==> src/logic/midi_synth_pkg.sv <==
// shared constants, envelope states and pitch table; imported by the synth voice modules
package midi_synth_pkg;

    typedef enum logic [1:0] {
        ENV_OFF     = 2'd0,
        ENV_ATTACK  = 2'd1,
        ENV_HOLD    = 2'd2,
        ENV_RELEASE = 2'd3
    } env_state_t;

    // playable note range
    localparam logic [6:0] NOTE_MIN = 7'd29;
    localparam logic [6:0] NOTE_MAX = 7'd91;

    // pedal counts as down from this value up
    localparam logic [7:0] SUS_MIN = 8'd64;

    localparam logic [7:0] MIN_GAIN = 8'd0;
    localparam logic [7:0] MAX_GAIN = 8'd128;

    localparam logic [6:0] SUSTAIN_CC = 7'd64;

    // zero marks an idle or out-of-range note
    typedef logic [5:0] note_index_t;

    function automatic note_index_t note_to_index(input logic [6:0] midi_note);
        logic [6:0] offset;
        offset = midi_note - NOTE_MIN + 7'd1;
        if (midi_note < NOTE_MIN || midi_note > NOTE_MAX) begin
            return '0;
        end
        return offset[5:0];
    endfunction

    // phase steps for F1 up to E2, doubled per octave by the oscillator
    localparam logic [23:0] SEMITONE_INC [12] = '{
        24'd15257, 24'd16164, 24'd17125, 24'd18143,
        24'd19222, 24'd20365, 24'd21576, 24'd22859,
        24'd24218, 24'd25658, 24'd27184, 24'd28800
    };

endpackage

==> src/logic/midi_byte_parser.sv <==
// decodes a strobed MIDI byte stream on channel 0 into note and controller event pulses
module midi_byte_parser (
    input  logic        clk,
    input  logic        reset,
    input  logic [7:0]  midi_byte,
    input  logic        midi_valid,
    output logic        note_event,
    output logic        controller_event,
    output logic [13:0] note_values,
    output logic [13:0] controller_values
);

    logic [7:0] status;
    logic       have_first;
    logic [6:0] first_byte;
    logic       status_byte;
    logic       data_byte;
    logic       pair_done;
    logic       accept_status;

    assign status_byte = midi_valid && midi_byte[7];
    assign data_byte   = midi_valid && !midi_byte[7] && (status != 8'h00);
    assign pair_done   = data_byte && have_first;

    // note off, note on and control change on channel 0 only
    assign accept_status = (midi_byte == 8'h80) || (midi_byte == 8'h90) ||
                           (midi_byte == 8'hB0);

    always_ff @(posedge clk) begin
        if (reset) begin
            status           <= 8'h00;
            have_first       <= 1'b0;
            note_event       <= 1'b0;
            controller_event <= 1'b0;
        end else begin
            note_event       <= pair_done && (status != 8'hB0);
            controller_event <= pair_done && (status == 8'hB0);
            // real-time bytes leave running status alone
            if (status_byte && midi_byte < 8'hF8) begin
                status     <= accept_status ? midi_byte : 8'h00;
                have_first <= 1'b0;
            end else if (data_byte) begin
                have_first <= !have_first;
            end
        end
    end

    always_ff @(posedge clk) begin
        if (data_byte && !have_first) begin
            first_byte <= midi_byte[6:0];
        end
        if (pair_done) begin
            case (status)
                8'h80: note_values <= {7'd0, first_byte};
                8'h90: note_values <= {midi_byte[6:0], first_byte};
                default: controller_values <= {midi_byte[6:0], first_byte};
            endcase
        end
    end

    assert property (@(posedge clk) disable iff (reset)
        !(note_event && controller_event))
        else $error("note and controller events collided");

endmodule

==> src/logic/voice_allocator.sv <==
// steers note events to free or matching voices and broadcasts controller events
module voice_allocator #(
    parameter int NUM_VOICES = 4
) (
    input  logic                                         clk,
    input  logic                                         reset,
    input  logic                                         note_event,
    input  logic                                         controller_event,
    input  logic [13:0]                                  note_values,
    input  logic [13:0]                                  controller_values,
    input  logic [NUM_VOICES-1:0]                        voice_on,
    input  midi_synth_pkg::note_index_t [NUM_VOICES-1:0] voice_note,
    output logic [NUM_VOICES-1:0]                        update_voice,
    output logic                                         update_all_voices,
    output logic [13:0]                                  voice_note_values,
    output logic [13:0]                                  voice_controller_values
);

    import midi_synth_pkg::*;

    note_index_t           event_index;
    logic                  note_on;
    logic                  note_off;
    logic                  found;
    logic [NUM_VOICES-1:0] target;

    assign event_index = note_to_index(note_values[6:0]);
    assign note_on  = note_event && (note_values[13:7] != 7'd0) && (event_index != '0);
    assign note_off = note_event && (note_values[13:7] == 7'd0) && (event_index != '0);

    always_comb begin
        target = '0;
        found  = 1'b0;
        // lowest idle voice, skipping one handed a note last cycle
        for (int v = 0; v < NUM_VOICES; v++) begin
            if (note_on && !found && !voice_on[v] && !update_voice[v]) begin
                target[v] = 1'b1;
                found     = 1'b1;
            end
        end
        for (int v = 0; v < NUM_VOICES; v++) begin
            if (note_off && voice_on[v] && (voice_note[v] == event_index)) begin
                target[v] = 1'b1;
            end
        end
    end

    always_ff @(posedge clk) begin
        if (reset) begin
            update_voice      <= '0;
            update_all_voices <= 1'b0;
        end else begin
            update_voice      <= target;
            update_all_voices <= controller_event;
        end
    end

    always_ff @(posedge clk) begin
        voice_note_values       <= note_values;
        voice_controller_values <= controller_values;
    end

    assert property (@(posedge clk) disable iff (reset)
        note_on |=> $onehot0(update_voice))
        else $error("note-on assigned to more than one voice");

endmodule

==> src/logic/harmonic_dynamics.sv <==
// per-voice envelope; steps the gain at sample zero crossings through attack, hold, release
module harmonic_dynamics #(
    parameter int ATTACK_TIME  = 75,
    parameter int SUSTAIN_TIME = 1400,
    parameter int REL_TIME     = 150
) (
    input  logic                        clk,
    input  logic                        reset,
    input  logic                        update_voice,
    input  logic                        update_all_voices,
    input  logic [13:0]                 controller_values,
    input  logic [13:0]                 note_values,
    input  logic                        generate_next,
    input  logic [15:0]                 sustain_inc,
    input  logic signed [15:0]          sample_in,
    output logic                        voice_on,
    output midi_synth_pkg::note_index_t note,
    output logic [7:0]                  velocity,
    output logic [7:0]                  gain,
    output logic                        decay_type
);

    import midi_synth_pkg::*;

    env_state_t         state;
    logic [15:0]        count;
    logic [15:0]        sustain;
    logic [7:0]         pedal;
    logic signed [15:0] prev_sample;
    logic               zero_crossing;
    logic               key_down;
    logic               key_up;
    logic               release_due;

    assign voice_on      = (state != ENV_OFF);
    assign decay_type    = (state != ENV_ATTACK);
    assign sustain       = 16'(SUSTAIN_TIME) + sustain_inc;
    assign zero_crossing = (prev_sample[15] != sample_in[15]);
    assign key_down      = update_voice && (note_values[13:7] != 7'd0);
    assign key_up        = update_voice && (note_values[13:7] == 7'd0);

    // pedal down stretches the release to the sustain time
    assign release_due = (pedal >= SUS_MIN) ? (count >= sustain) : (count >= 16'(REL_TIME));

    always_ff @(posedge clk) begin
        if (reset) begin
            state    <= ENV_OFF;
            count    <= '0;
            gain     <= MIN_GAIN;
            note     <= '0;
            velocity <= '0;
        end else begin
            case (state)
                ENV_OFF: begin
                    count <= '0;
                    gain  <= MIN_GAIN;
                    if (key_down) begin
                        state    <= ENV_ATTACK;
                        velocity <= {1'b0, note_values[13:7]};
                        note     <= note_to_index(note_values[6:0]);
                    end else begin
                        velocity <= '0;
                        note     <= '0;
                    end
                end
                ENV_ATTACK: begin
                    if (generate_next) begin
                        count <= count + 16'd1;
                    end else if (count >= 16'(ATTACK_TIME) && zero_crossing) begin
                        count <= '0;
                        if (gain == MAX_GAIN) begin
                            state <= ENV_HOLD;
                        end else begin
                            gain <= gain + 8'd1;
                        end
                    end
                end
                ENV_HOLD: begin
                    if (key_up) begin
                        count <= '0;
                        state <= ENV_RELEASE;
                    end else if (generate_next) begin
                        count <= count + 16'd1;
                    end else if (count >= sustain && zero_crossing) begin
                        count <= '0;
                        if (gain != MIN_GAIN) begin
                            gain <= gain - 8'd1;
                        end
                    end
                end
                ENV_RELEASE: begin
                    if (gain == MIN_GAIN) begin
                        state <= ENV_OFF;
                    end else if (generate_next) begin
                        count <= count + 16'd1;
                    end else if (release_due && zero_crossing) begin
                        count <= '0;
                        gain  <= gain - 8'd1;
                    end
                end
                default: state <= ENV_OFF;
            endcase
        end
    end

    // pedal level and sample sign history
    always_ff @(posedge clk) begin
        if (reset) begin
            pedal       <= '0;
            prev_sample <= '0;
        end else begin
            if (update_all_voices && controller_values[6:0] == SUSTAIN_CC) begin
                pedal <= {1'b0, controller_values[13:7]};
            end
            if (generate_next) begin
                prev_sample <= sample_in;
            end
        end
    end

    assert property (@(posedge clk) disable iff (reset) gain <= MAX_GAIN)
        else $error("gain above full scale");

endmodule

==> src/logic/voice_oscillator.sv <==
// per-voice sawtooth oscillator; a phase accumulator stepped once per sample tick
module voice_oscillator (
    input  logic                        clk,
    input  logic                        reset,
    input  midi_synth_pkg::note_index_t note,
    input  logic                        generate_next,
    output logic signed [15:0]          sample
);

    import midi_synth_pkg::*;

    logic [23:0] phase;
    logic [5:0]  offset;
    logic [3:0]  semitone;
    logic [2:0]  octave;
    logic [23:0] inc;

    // split index into semitone and octave above F1
    assign offset   = note - 6'd1;
    assign semitone = 4'(offset % 6'd12);
    assign octave   = 3'(offset / 6'd12);
    assign inc      = SEMITONE_INC[semitone] << octave;

    always_ff @(posedge clk) begin
        if (reset) begin
            phase <= '0;
        end else if (generate_next) begin
            if (note == '0) begin
                phase <= '0;
            end else begin
                phase <= phase + inc;
            end
        end
    end

    // centre the ramp around zero
    assign sample = $signed(phase[23:8] - 16'h8000);

endmodule

==> src/logic/voice_mixer.sv <==
// sample tick generator and gain-weighted sum of all voice samples
module voice_mixer #(
    parameter int NUM_VOICES    = 4,
    parameter int SAMPLE_DIVIDE = 1024
) (
    input  logic                         clk,
    input  logic                         reset,
    input  logic [NUM_VOICES-1:0][15:0]  voice_sample,
    input  logic [NUM_VOICES-1:0][7:0]   voice_gain,
    output logic                         generate_next,
    output logic signed [15:0]           mix_sample,
    output logic                         mix_valid
);

    localparam int DIV_W = $clog2(SAMPLE_DIVIDE + 1);

    logic [DIV_W-1:0]   div_count;
    logic signed [31:0] acc;

    always_ff @(posedge clk) begin
        if (reset) begin
            div_count     <= '0;
            generate_next <= 1'b0;
        end else begin
            generate_next <= (div_count == DIV_W'(SAMPLE_DIVIDE - 1));
            if (div_count == DIV_W'(SAMPLE_DIVIDE - 1)) begin
                div_count <= '0;
            end else begin
                div_count <= div_count + 1'b1;
            end
        end
    end

    // gain 128 is unity, so each product drops 7 bits
    always_comb begin
        acc = '0;
        for (int v = 0; v < NUM_VOICES; v++) begin
            acc += ($signed(voice_sample[v]) * $signed({1'b0, voice_gain[v]})) >>> 7;
        end
    end

    always_ff @(posedge clk) begin
        if (reset) begin
            mix_sample <= '0;
            mix_valid  <= 1'b0;
        end else begin
            mix_valid <= generate_next;
            if (generate_next) begin
                if (acc > 32'sd32767) begin
                    mix_sample <= 16'sh7fff;
                end else if (acc < -32'sd32768) begin
                    mix_sample <= 16'sh8000;
                end else begin
                    mix_sample <= acc[15:0];
                end
            end
        end
    end

endmodule

==> src/logic/midi_synth_top.sv <==
// top of the voice section; MIDI bytes in, mixed audio samples and voice status out
module midi_synth_top #(
    parameter int NUM_VOICES    = 4,
    parameter int ATTACK_TIME   = 75,
    parameter int SUSTAIN_TIME  = 1400,
    parameter int REL_TIME      = 150,
    parameter int SAMPLE_DIVIDE = 1024
) (
    input  logic                        clk,
    input  logic                        reset,
    input  logic [7:0]                  midi_byte,
    input  logic                        midi_valid,
    input  logic [15:0]                 sustain_inc,
    output logic signed [15:0]          mix_sample,
    output logic                        mix_valid,
    output logic [NUM_VOICES-1:0]       voice_on,
    output logic [NUM_VOICES-1:0][7:0]  voice_gain
);

    import midi_synth_pkg::*;

    logic                             note_event;
    logic                             controller_event;
    logic [13:0]                      note_values;
    logic [13:0]                      controller_values;
    logic [NUM_VOICES-1:0]            update_voice;
    logic                             update_all_voices;
    logic [13:0]                      voice_note_values;
    logic [13:0]                      voice_controller_values;
    logic                             generate_next;
    note_index_t [NUM_VOICES-1:0]     voice_note;
    logic [NUM_VOICES-1:0][15:0]      voice_sample;

    midi_byte_parser parser_i (
        .clk, .reset, .midi_byte, .midi_valid,
        .note_event, .controller_event, .note_values, .controller_values
    );

    voice_allocator #(.NUM_VOICES(NUM_VOICES)) allocator_i (
        .clk, .reset, .note_event, .controller_event, .note_values, .controller_values,
        .voice_on, .voice_note, .update_voice, .update_all_voices,
        .voice_note_values, .voice_controller_values
    );

    for (genvar v = 0; v < NUM_VOICES; v++) begin : g_voice
        harmonic_dynamics #(
            .ATTACK_TIME(ATTACK_TIME), .SUSTAIN_TIME(SUSTAIN_TIME), .REL_TIME(REL_TIME)
        ) envelope_i (
            .clk, .reset,
            .update_voice(update_voice[v]), .update_all_voices,
            .controller_values(voice_controller_values), .note_values(voice_note_values),
            .generate_next, .sustain_inc, .sample_in(voice_sample[v]),
            .voice_on(voice_on[v]), .note(voice_note[v]), .velocity(),
            .gain(voice_gain[v]), .decay_type()
        );

        voice_oscillator osc_i (
            .clk, .reset, .note(voice_note[v]), .generate_next, .sample(voice_sample[v])
        );
    end

    voice_mixer #(.NUM_VOICES(NUM_VOICES), .SAMPLE_DIVIDE(SAMPLE_DIVIDE)) mixer_i (
        .clk, .reset, .voice_sample, .voice_gain, .generate_next, .mix_sample, .mix_valid
    );

endmodule

==> config.mk <==
export PLATFORM = sky130hd
export DESIGN_NAME = midi_synth_top
export DESIGN_NICKNAME = d
export VERILOG_FILES = /design/src/logic/midi_synth_pkg.sv /design/src/logic/midi_byte_parser.sv /design/src/logic/voice_allocator.sv /design/src/logic/harmonic_dynamics.sv /design/src/logic/voice_oscillator.sv /design/src/logic/voice_mixer.sv /design/src/logic/midi_synth_top.sv
export SDC_FILE = /design/constraint.sdc
export NUM_CORES = 2
export LEC_CHECK = 0
export ABC_CLOCK_PERIOD_IN_PS = 18400
export BUFFER_PORTS_ARGS = -buffer_cell sky130_fd_sc_hd__buf_2
export CAP_MARGIN = 20
export CORE_ASPECT_RATIO = 1.5
export CORE_UTILIZATION = 30
export CTS_BUF_LIST = sky130_fd_sc_hd__clkbuf_4 sky130_fd_sc_hd__clkbuf_8 sky130_fd_sc_hd__clkbuf_16
export DETAILED_ROUTE_END_ITERATION = 10
export PLACE_DENSITY_LB_ADDON = 0.12
export SETUP_SLACK_MARGIN = 0.4
export SKIP_CTS_REPAIR_TIMING = 1
export SYNTH_ARGS = -nofsm -noshare
export SYNTH_HDL_FRONTEND = slang
export SYNTH_HIERARCHICAL = 1
export SYNTH_SLANG_ARGS = --single-unit
==> constraint.sdc <==
create_clock -name clk -period 18.4 [get_ports clk]
set_clock_uncertainty 0.05 [all_clocks]
set_input_delay 5.52 -clock clk [delete_from_list [all_inputs] [get_ports clk]]
set_output_delay 5.52 -clock clk [all_outputs]
set_load 0.02 [all_outputs]
Word level (Yosys, flattened, before mapping)
Memories as Yosys holds them, arrays and structs flattened.
Cells that the tools add are included.
Word-level totals
  flip-flop bits (word level): 403
  bits in read-only memories: 1536
  word-level logic and storage cells: 499
  memories kept: 4
Operators by class
  add/subtract/negate cells: 33
  multiply operators: 4
  divide/modulo/power cells: 8
  $lt $le $gt $ge: 24
  eq/ne operators: 101
  shift-type cells: 4
  mux-type cells: 163
  bitwise logic cells: 5
  reduce and logical (&&, ||, !) cells: 113
Memories
  (no name shown): words 16, width 24, rd ports 1, clocked after Yosys merged registers in 0, wr ports 0, RTL line voice_oscillator.sv:22  | assign inc = SEMITONE_INC[semitone] << octave;
  (no name shown): words 16, width 24, rd ports 1, clocked after Yosys merged registers in 0, wr ports 0, RTL line voice_oscillator.sv:22
  (no name shown): words 16, width 24, rd ports 1, clocked after Yosys merged registers in 0, wr ports 0, RTL line voice_oscillator.sv:22
  (no name shown): words 16, width 24, rd ports 1, clocked after Yosys merged registers in 0, wr ports 0, RTL line voice_oscillator.sv:22
Operator list (count)
  $mux W16: 34
  $mux W8: 41
  $mux W24: 12
  $pmux W16 S4: 4
  $pmux W8 S4: 4
  $mul A16 B9 Y25: 4
  $add A24 B24 Y24: 4
  $shl A24 B3 Y24: 4
  $eq A8 B8 Y1 const B: 10
  $mux W6: 11
  $add A16 B1 Y16 const B: 4
  $ge A16 B16 Y1: 4
  $ge A16 B7 Y1 const B: 4
  $ge A16 B8 Y1 const B: 4
  $ne A2 B1 Y1 const B: 32
  $sub A16 B16 Y16 const B: 4
  $logic_and A1 B1 Y1: 52
  $mux W2: 24
  $ne A2 B2 Y1 const B: 24
  $reduce_and A10 Y1: 4
  $reduce_bool A8 Y1: 5
  $add A8 B1 Y8 const B: 4
  $gt A32 B16 Y1 const B: 1
  $logic_not A8 Y1: 4
  other kinds (43): 157

Logic depth before layout (Yosys ltp)
  word-level depth: 25
  gate-level depth with buffers: 34
  gate-level depth less buffers: 33

Modules after synthesis
Netlist, hierarchy kept.
By module, submodules not included
  voice_mixer: instances 1, cells an instance 2321, area an instance 20181.9 um2
  harmonic_dynamics: instances 4, cells an instance 394, area an instance 3216.8 um2
  voice_oscillator at g_voice[0].osc_i ...: instances 2, cells an instance 475, area an instance 3557.2 um2
  voice_oscillator at g_voice[2].osc_i: instances 1, cells an instance 482, area an instance 3632.2 um2
  voice_oscillator at g_voice[3].osc_i: instances 1, cells an instance 450, area an instance 3432.0 um2
  midi_byte_parser: instances 1, cells an instance 88, area an instance 1575.3 um2
  voice_allocator: instances 1, cells an instance 167, area an instance 1512.7 um2

Least setup slack after synthesis
OpenSTA, ideal clock, no wires.
  path kind: register -> register
  from: register g_voice[2].envelope_i.gain[2]
  to: register mixer_i.mix_sample[10]
  library setup time: 92 ps
  data arrival time: 8435 ps
  data required time: 18258 ps
  setup slack: 9823 ps
  stages on the path, launching flop included: 33
  path buffers: 2
  cell sequence: dfxtp_1 clkbuf_1 nand2_1 fa_1 inv_1 fa_1 ha_1 inv_1 fa_1 inv_1 ha_1 and4_1 a2111oi_0 nor2_1 a21o_1 a21o_1 a21o_1 a21oi_1 xnor2_1 fa_1 inv_1 fa_1 inv_1 ha_1 a21o_1 a221o_1 a2111o_1 a221o_1 xnor2_2 nor4_1 a21oi_2 buf_4 o32ai_1
Between the ends
  cells in the longest elaborated chain, start to end: 6
  elaborated cells on any way between the ends: 7
  those cells by class: add/sub: 2; mul: 1; order compare: 2; mux: 2
RTL lines
  start: declaration: RTL line harmonic_dynamics.sv:19  | output logic [7:0] gain,
  start signal: assignment: RTL line harmonic_dynamics.sv:74  | gain <= gain + 8'd1;
  start signal: assignment: RTL line harmonic_dynamics.sv:87  | gain <= gain - 8'd1;
  start signal: assignment: RTL line harmonic_dynamics.sv:98  | gain <= gain - 8'd1;
  $mul A16 B9 Y25 *: RTL line voice_mixer.sv:38  | acc += ($signed(voice_sample[v]) * $signed({1'b0, voice_gain[v]})) >>> 7;
  $add A19 B18 Y20 *: RTL line voice_mixer.sv:38
  $add A20 B18 Y21 *: RTL line voice_mixer.sv:38
  $lt A32 B16 Y1: RTL line voice_mixer.sv:51  | end else if (acc < -32'sd32768) begin
  $mux W16: RTL line voice_mixer.sv:51
  $mux W16 *: RTL line voice_mixer.sv:49  | if (acc > 32'sd32767) begin
  end signal: assignment: RTL line voice_mixer.sv:54  | mix_sample <= acc[15:0];
  end: declaration: RTL line voice_mixer.sv:11  | output logic signed [15:0] mix_sample,
Every way passes the cells marked *; elsewhere a longest branch is shown, timed or not.
A chain may end at the register's enable or synchronous reset.

Final worst setup path
  from: register g_voice[2].envelope_i.gain[1]
  to: register mixer_i.mix_sample[2]
The elaborated chain is that of the path after synthesis.

==> results.txt <==
----------------------------------------------------
[Run status]
  Outcome ... finished, final reports clean

[Timing]
  Relative slew slack ... 28.89%
  Unrepaired setup endpoints after global routing ... no
  Hold WS ... 0.2811 ns
  Count of final max-slew check failures ... 0
  Time the final worst path needs with I/O delays and setup ... 9.591 ns
  Worst Tran Pin Value ... 1.060 ns
  Max frequency ... 0.1043 GHz
  Final clock period utilization by the worst path ... 52.12%
  Number of failing setup endpoints in the final timing report ... 0
  Final hold viol count ... 0
  Total Neg Setup Slack ... 0 ns

[Hold path]
  Min-Delay Startpoint ... parser_i/controller_values[5]$_DFFE_PP_
  Number of cells on the worst hold path ... 0
  Path type of the worst min-delay path ... reg -> reg
  Worst-case hold path end point ... allocator_i/voice_controller_values[5]$_DFF_P_

[Floorplanning]
  Starting density of the core ... 30.22%
  DIE WIDTH ... 332.0 um
  Die area ... 165000 um^2
  Total I/O pin count ... 80
  Die Height ... 497.0 um
  FP Rows ... 181
  Placeable Area ... 162200 um^2

[Drt]
  1st-iter DRT viols ... 1791
  Met1 Wirelength ... 63.32 mm
  DR WL met2 ... 81.82 mm
  DRC violations left ... 0
  Met3 WL ... 3.491 mm
  Per-cell via count in the routed design ... 5.159
  Remaining number of nets flagged by the antenna check after routing ... 0
  Via count ... 41.14k
  Highest routing layer actually used ... met4
  Iteration count of the initial detailed-routing pass ... 5
  Wire length per cell after detailed routing ... 19.09 um
  Sum of routed wire length over all layers ... 152.2 mm

[Cells and area]
  P&R area growth vs syn ... 7.207%
  Fillers ... 17.24k
  Number of nets in the layout ... 6780
  Share of layout cells above drive strength 1 ... 7.056%

[Pwr]
  Psw ... 0.0007152 W
  Peak ir drop on the vdd network ... 0.06813 mV
  Flop pwr share ... 34.3%
  Clock network fraction of design power ... 44.9%
  Combinational Power Share ... 20.8%
  Power density relative to cell area ... 40.69 nW/um^2
  Internal Pwr Total ... 0.001423 W
  Switching power share of the total ... 33.45%
  Cell leakage power ... 24.36 nW

[Synthesis]
  Area of the mapped netlist ... 49010 um^2
  Synth Net Count ... 6869
  Number of warning messages in the yosys log ... 6
  Synth Area per Inst ... 8.276 um^2
  Gate Count Post-Synth ... 5922

[Setup path]
  Critical-path cell with the highest stage delay ... sky130_fd_sc_hd__dfxtp_1
  FF-to-FF End ... mixer_i/mix_sample[2]$_SDFFE_PP0P_
  Type of element launching the critical path ... register
  Highest net fanout along the worst path ... 21
  Setup CP Type ... reg -> reg
  Highest cell delay on the worst timing path ... 0.85 ns
  Worst reg-to-reg path cell count ... 30
  Data required time at the worst endpoint ... 18.84 ns
  Register-to-register setup slack ... 8.81 ns
  Critical Path AT ... 10.03 ns
  Top cell by count, worst path ... sky130_fd_sc_hd__fa_1
  Element type at the critical path end ... register
  Startpoint of the most critical register-to-register path ... g_voice[2].envelope_i/gain[1]$_SDFFE_PP0P_

[Placement]
  Count of input and output buffers ... 79
  Final GP Congestion ... 0.8463
  Post-DP HPWL ... 121.3 mm

[Global route]
  Antenna violations before repair ... 1
  Global router's overall resource usage ... 18.29%
  Global route overflow ... 0
  Number of global-route vias before repair ... 42.22k
  Global-route wire length before repair ... 242.0 mm
  Maximum number of pins on one net before global-route repair ... 140

[Clocking]
  CTS clk-pin slew, worst paths ... 0.06 ns
  CTS sink cnt ... 328
  Clock root buffer master ... sky130_fd_sc_hd__clkbuf_16
  CTS tree ... done
  Worst-Skew Late Latency ... 0.66 ns
  Inserted Clock Buffers ... 45
  Buffer levels on the longest clock path ... 3
  H-tree Lvls ... 2

[Job]
  Number of max-cap violations ... 0

----------------------------------------------------
[worst max-delay path by stage]
| stage | end | startpoint | slack [ns] |
|---|---|---|---|
| 2_1_floorplan | mixer_i/mix_sample[10]$_SDFFE_PP0P_ | g_voice[2].envelope_i/gain[2]$_SDFFE_PP0P_ | 9.82 |
| 3_3_place_gp | g_voice[2].envelope_i/count[11]$_SDFFE_PP0P_ | sustain_inc[3] | 8.54 |
| 3_5_place_dp | g_voice[2].envelope_i/count[11]$_SDFFE_PP0P_ | sustain_inc[3] | 8.57 |
| 4_1_cts | mixer_i/mix_sample[2]$_SDFFE_PP0P_ | g_voice[2].envelope_i/gain[1]$_SDFFE_PP0P_ | 8.74 |
| 5_1_grt | mixer_i/mix_sample[14]$_SDFFE_PP0P_ | g_voice[2].envelope_i/gain[1]$_SDFFE_PP0P_ | 8.18 |
| 6_report | mixer_i/mix_sample[2]$_SDFFE_PP0P_ | g_voice[2].envelope_i/gain[1]$_SDFFE_PP0P_ | 8.81 |
[stage by stage]
stage                     instance area (um^2)  cells  setup WS, ns  power (W)  util [%]
after CTS                                52530   7970         8.738   0.002189     32.40
after global routing                     52540   7972         8.175   0.002256     32.40
final                                    52540   7973         8.809   0.002138     32.40
after floorplan                          49010   5922         9.823   0.001085         -
after detailed placement                 50970   7889         8.574   0.001199     31.43
after global placement                   50970   7889         8.536   0.001197     31.43
[sequential cells by signal, summed over array words and instances (netlist names), 4 cells and up]
name                                 count
allocator_i/voice_controller_values      8
mixer_i/div_count                       11
g_voice.osc_i/phase                     96
parser_i/status                          8
g_voice.envelope_i/count                64
g_voice.envelope_i/state                 8
mixer_i/mix_sample                      16
g_voice.envelope_i/prev_sample           4
g_voice.envelope_i/note                 24
parser_i/controller_values               8
g_voice.envelope_i/gain                 32
parser_i/first_byte                      7
parser_i/note_values                    14
allocator_i/voice_note_values           14
g_voice.envelope_i/pedal                 4
allocator_i/update_voice                 4
[final cells by class]
cell class              count  area (um^2)  share of cell area (%)
clock inverters            24        285.3                  0.5429
diodes                      2        5.005                0.009525
repair buffers            136        845.8                   1.610
well taps                2104         2633                   5.010
clock buffers              57         1277                   2.431
flip-flops and latches    328         6860                   13.06
inverters                 855         3209                   6.108
multi-input cells        4467        37430                   71.23
[routing by layer]
layer,global-route usage [%],up-vias
met1,21.21,20277
met3,1.632,151
met2,35.39,514
li1,-,20193
met5,0,-
met4,4.577,0
[worst max-delay path: cells and delay by family, from the launching register on]
family	cells	cell delay (ns)
compound gates	13	3.51
xor+xnor	1	0.11
fa+ha+maj	8	3.84
buf+inv	5	0.24
flops	1	0.85
simple gates	3	0.82
[power groups by stage]
stage | Combinational [W] | Clock [W] | Sequential (W)
2_1_floorplan | 0.000337 | 0 | 0.000748
3_3_place_gp | 0.000448 | 0 | 0.000749
3_5_place_dp | 0.000450 | 0 | 0.000749
4_1_cts | 0.000451 | 0.00100 | 0.000733
5_1_grt | 0.000502 | 0.00102 | 0.000734
6_report | 0.000444 | 0.000961 | 0.000733
[layout by cell type, fill, tap and decap left out, types with 29 or more instances in the layout]
cell and instances:
sky130_fd_sc_hd__or3_1 40, sky130_fd_sc_hd__o21a_1 37, sky130_fd_sc_hd__mux2i_1 55, sky130_fd_sc_hd__nand2_1 489, sky130_fd_sc_hd__a22oi_1 59, sky130_fd_sc_hd__a211oi_1 70, sky130_fd_sc_hd__nor3_1 102, sky130_fd_sc_hd__nor2_1 383
sky130_fd_sc_hd__buf_2 78, sky130_fd_sc_hd__a21o_1 73, sky130_fd_sc_hd__a21oi_1 344, sky130_fd_sc_hd__nand2b_1 42, sky130_fd_sc_hd__and2_1 308, sky130_fd_sc_hd__a211o_1 30, sky130_fd_sc_hd__nand4_1 55, sky130_fd_sc_hd__o21ai_0 185
sky130_fd_sc_hd__o31ai_1 32, sky130_fd_sc_hd__xnor2_1 170, sky130_fd_sc_hd__a22o_1 38, sky130_fd_sc_hd__nor2b_1 33, sky130_fd_sc_hd__edfxtp_1 29, sky130_fd_sc_hd__and3_1 54, sky130_fd_sc_hd__buf_4 56, sky130_fd_sc_hd__o22ai_1 39
sky130_fd_sc_hd__nand3_1 131, sky130_fd_sc_hd__inv_1 845, sky130_fd_sc_hd__ha_1 471, sky130_fd_sc_hd__nor4_1 46, sky130_fd_sc_hd__a31oi_1 70, sky130_fd_sc_hd__clkbuf_16 46, sky130_fd_sc_hd__dfxtp_1 298, sky130_fd_sc_hd__o32ai_1 49
sky130_fd_sc_hd__xor2_1 95, sky130_fd_sc_hd__fa_1 449
(Power assumes the default switching activity.)
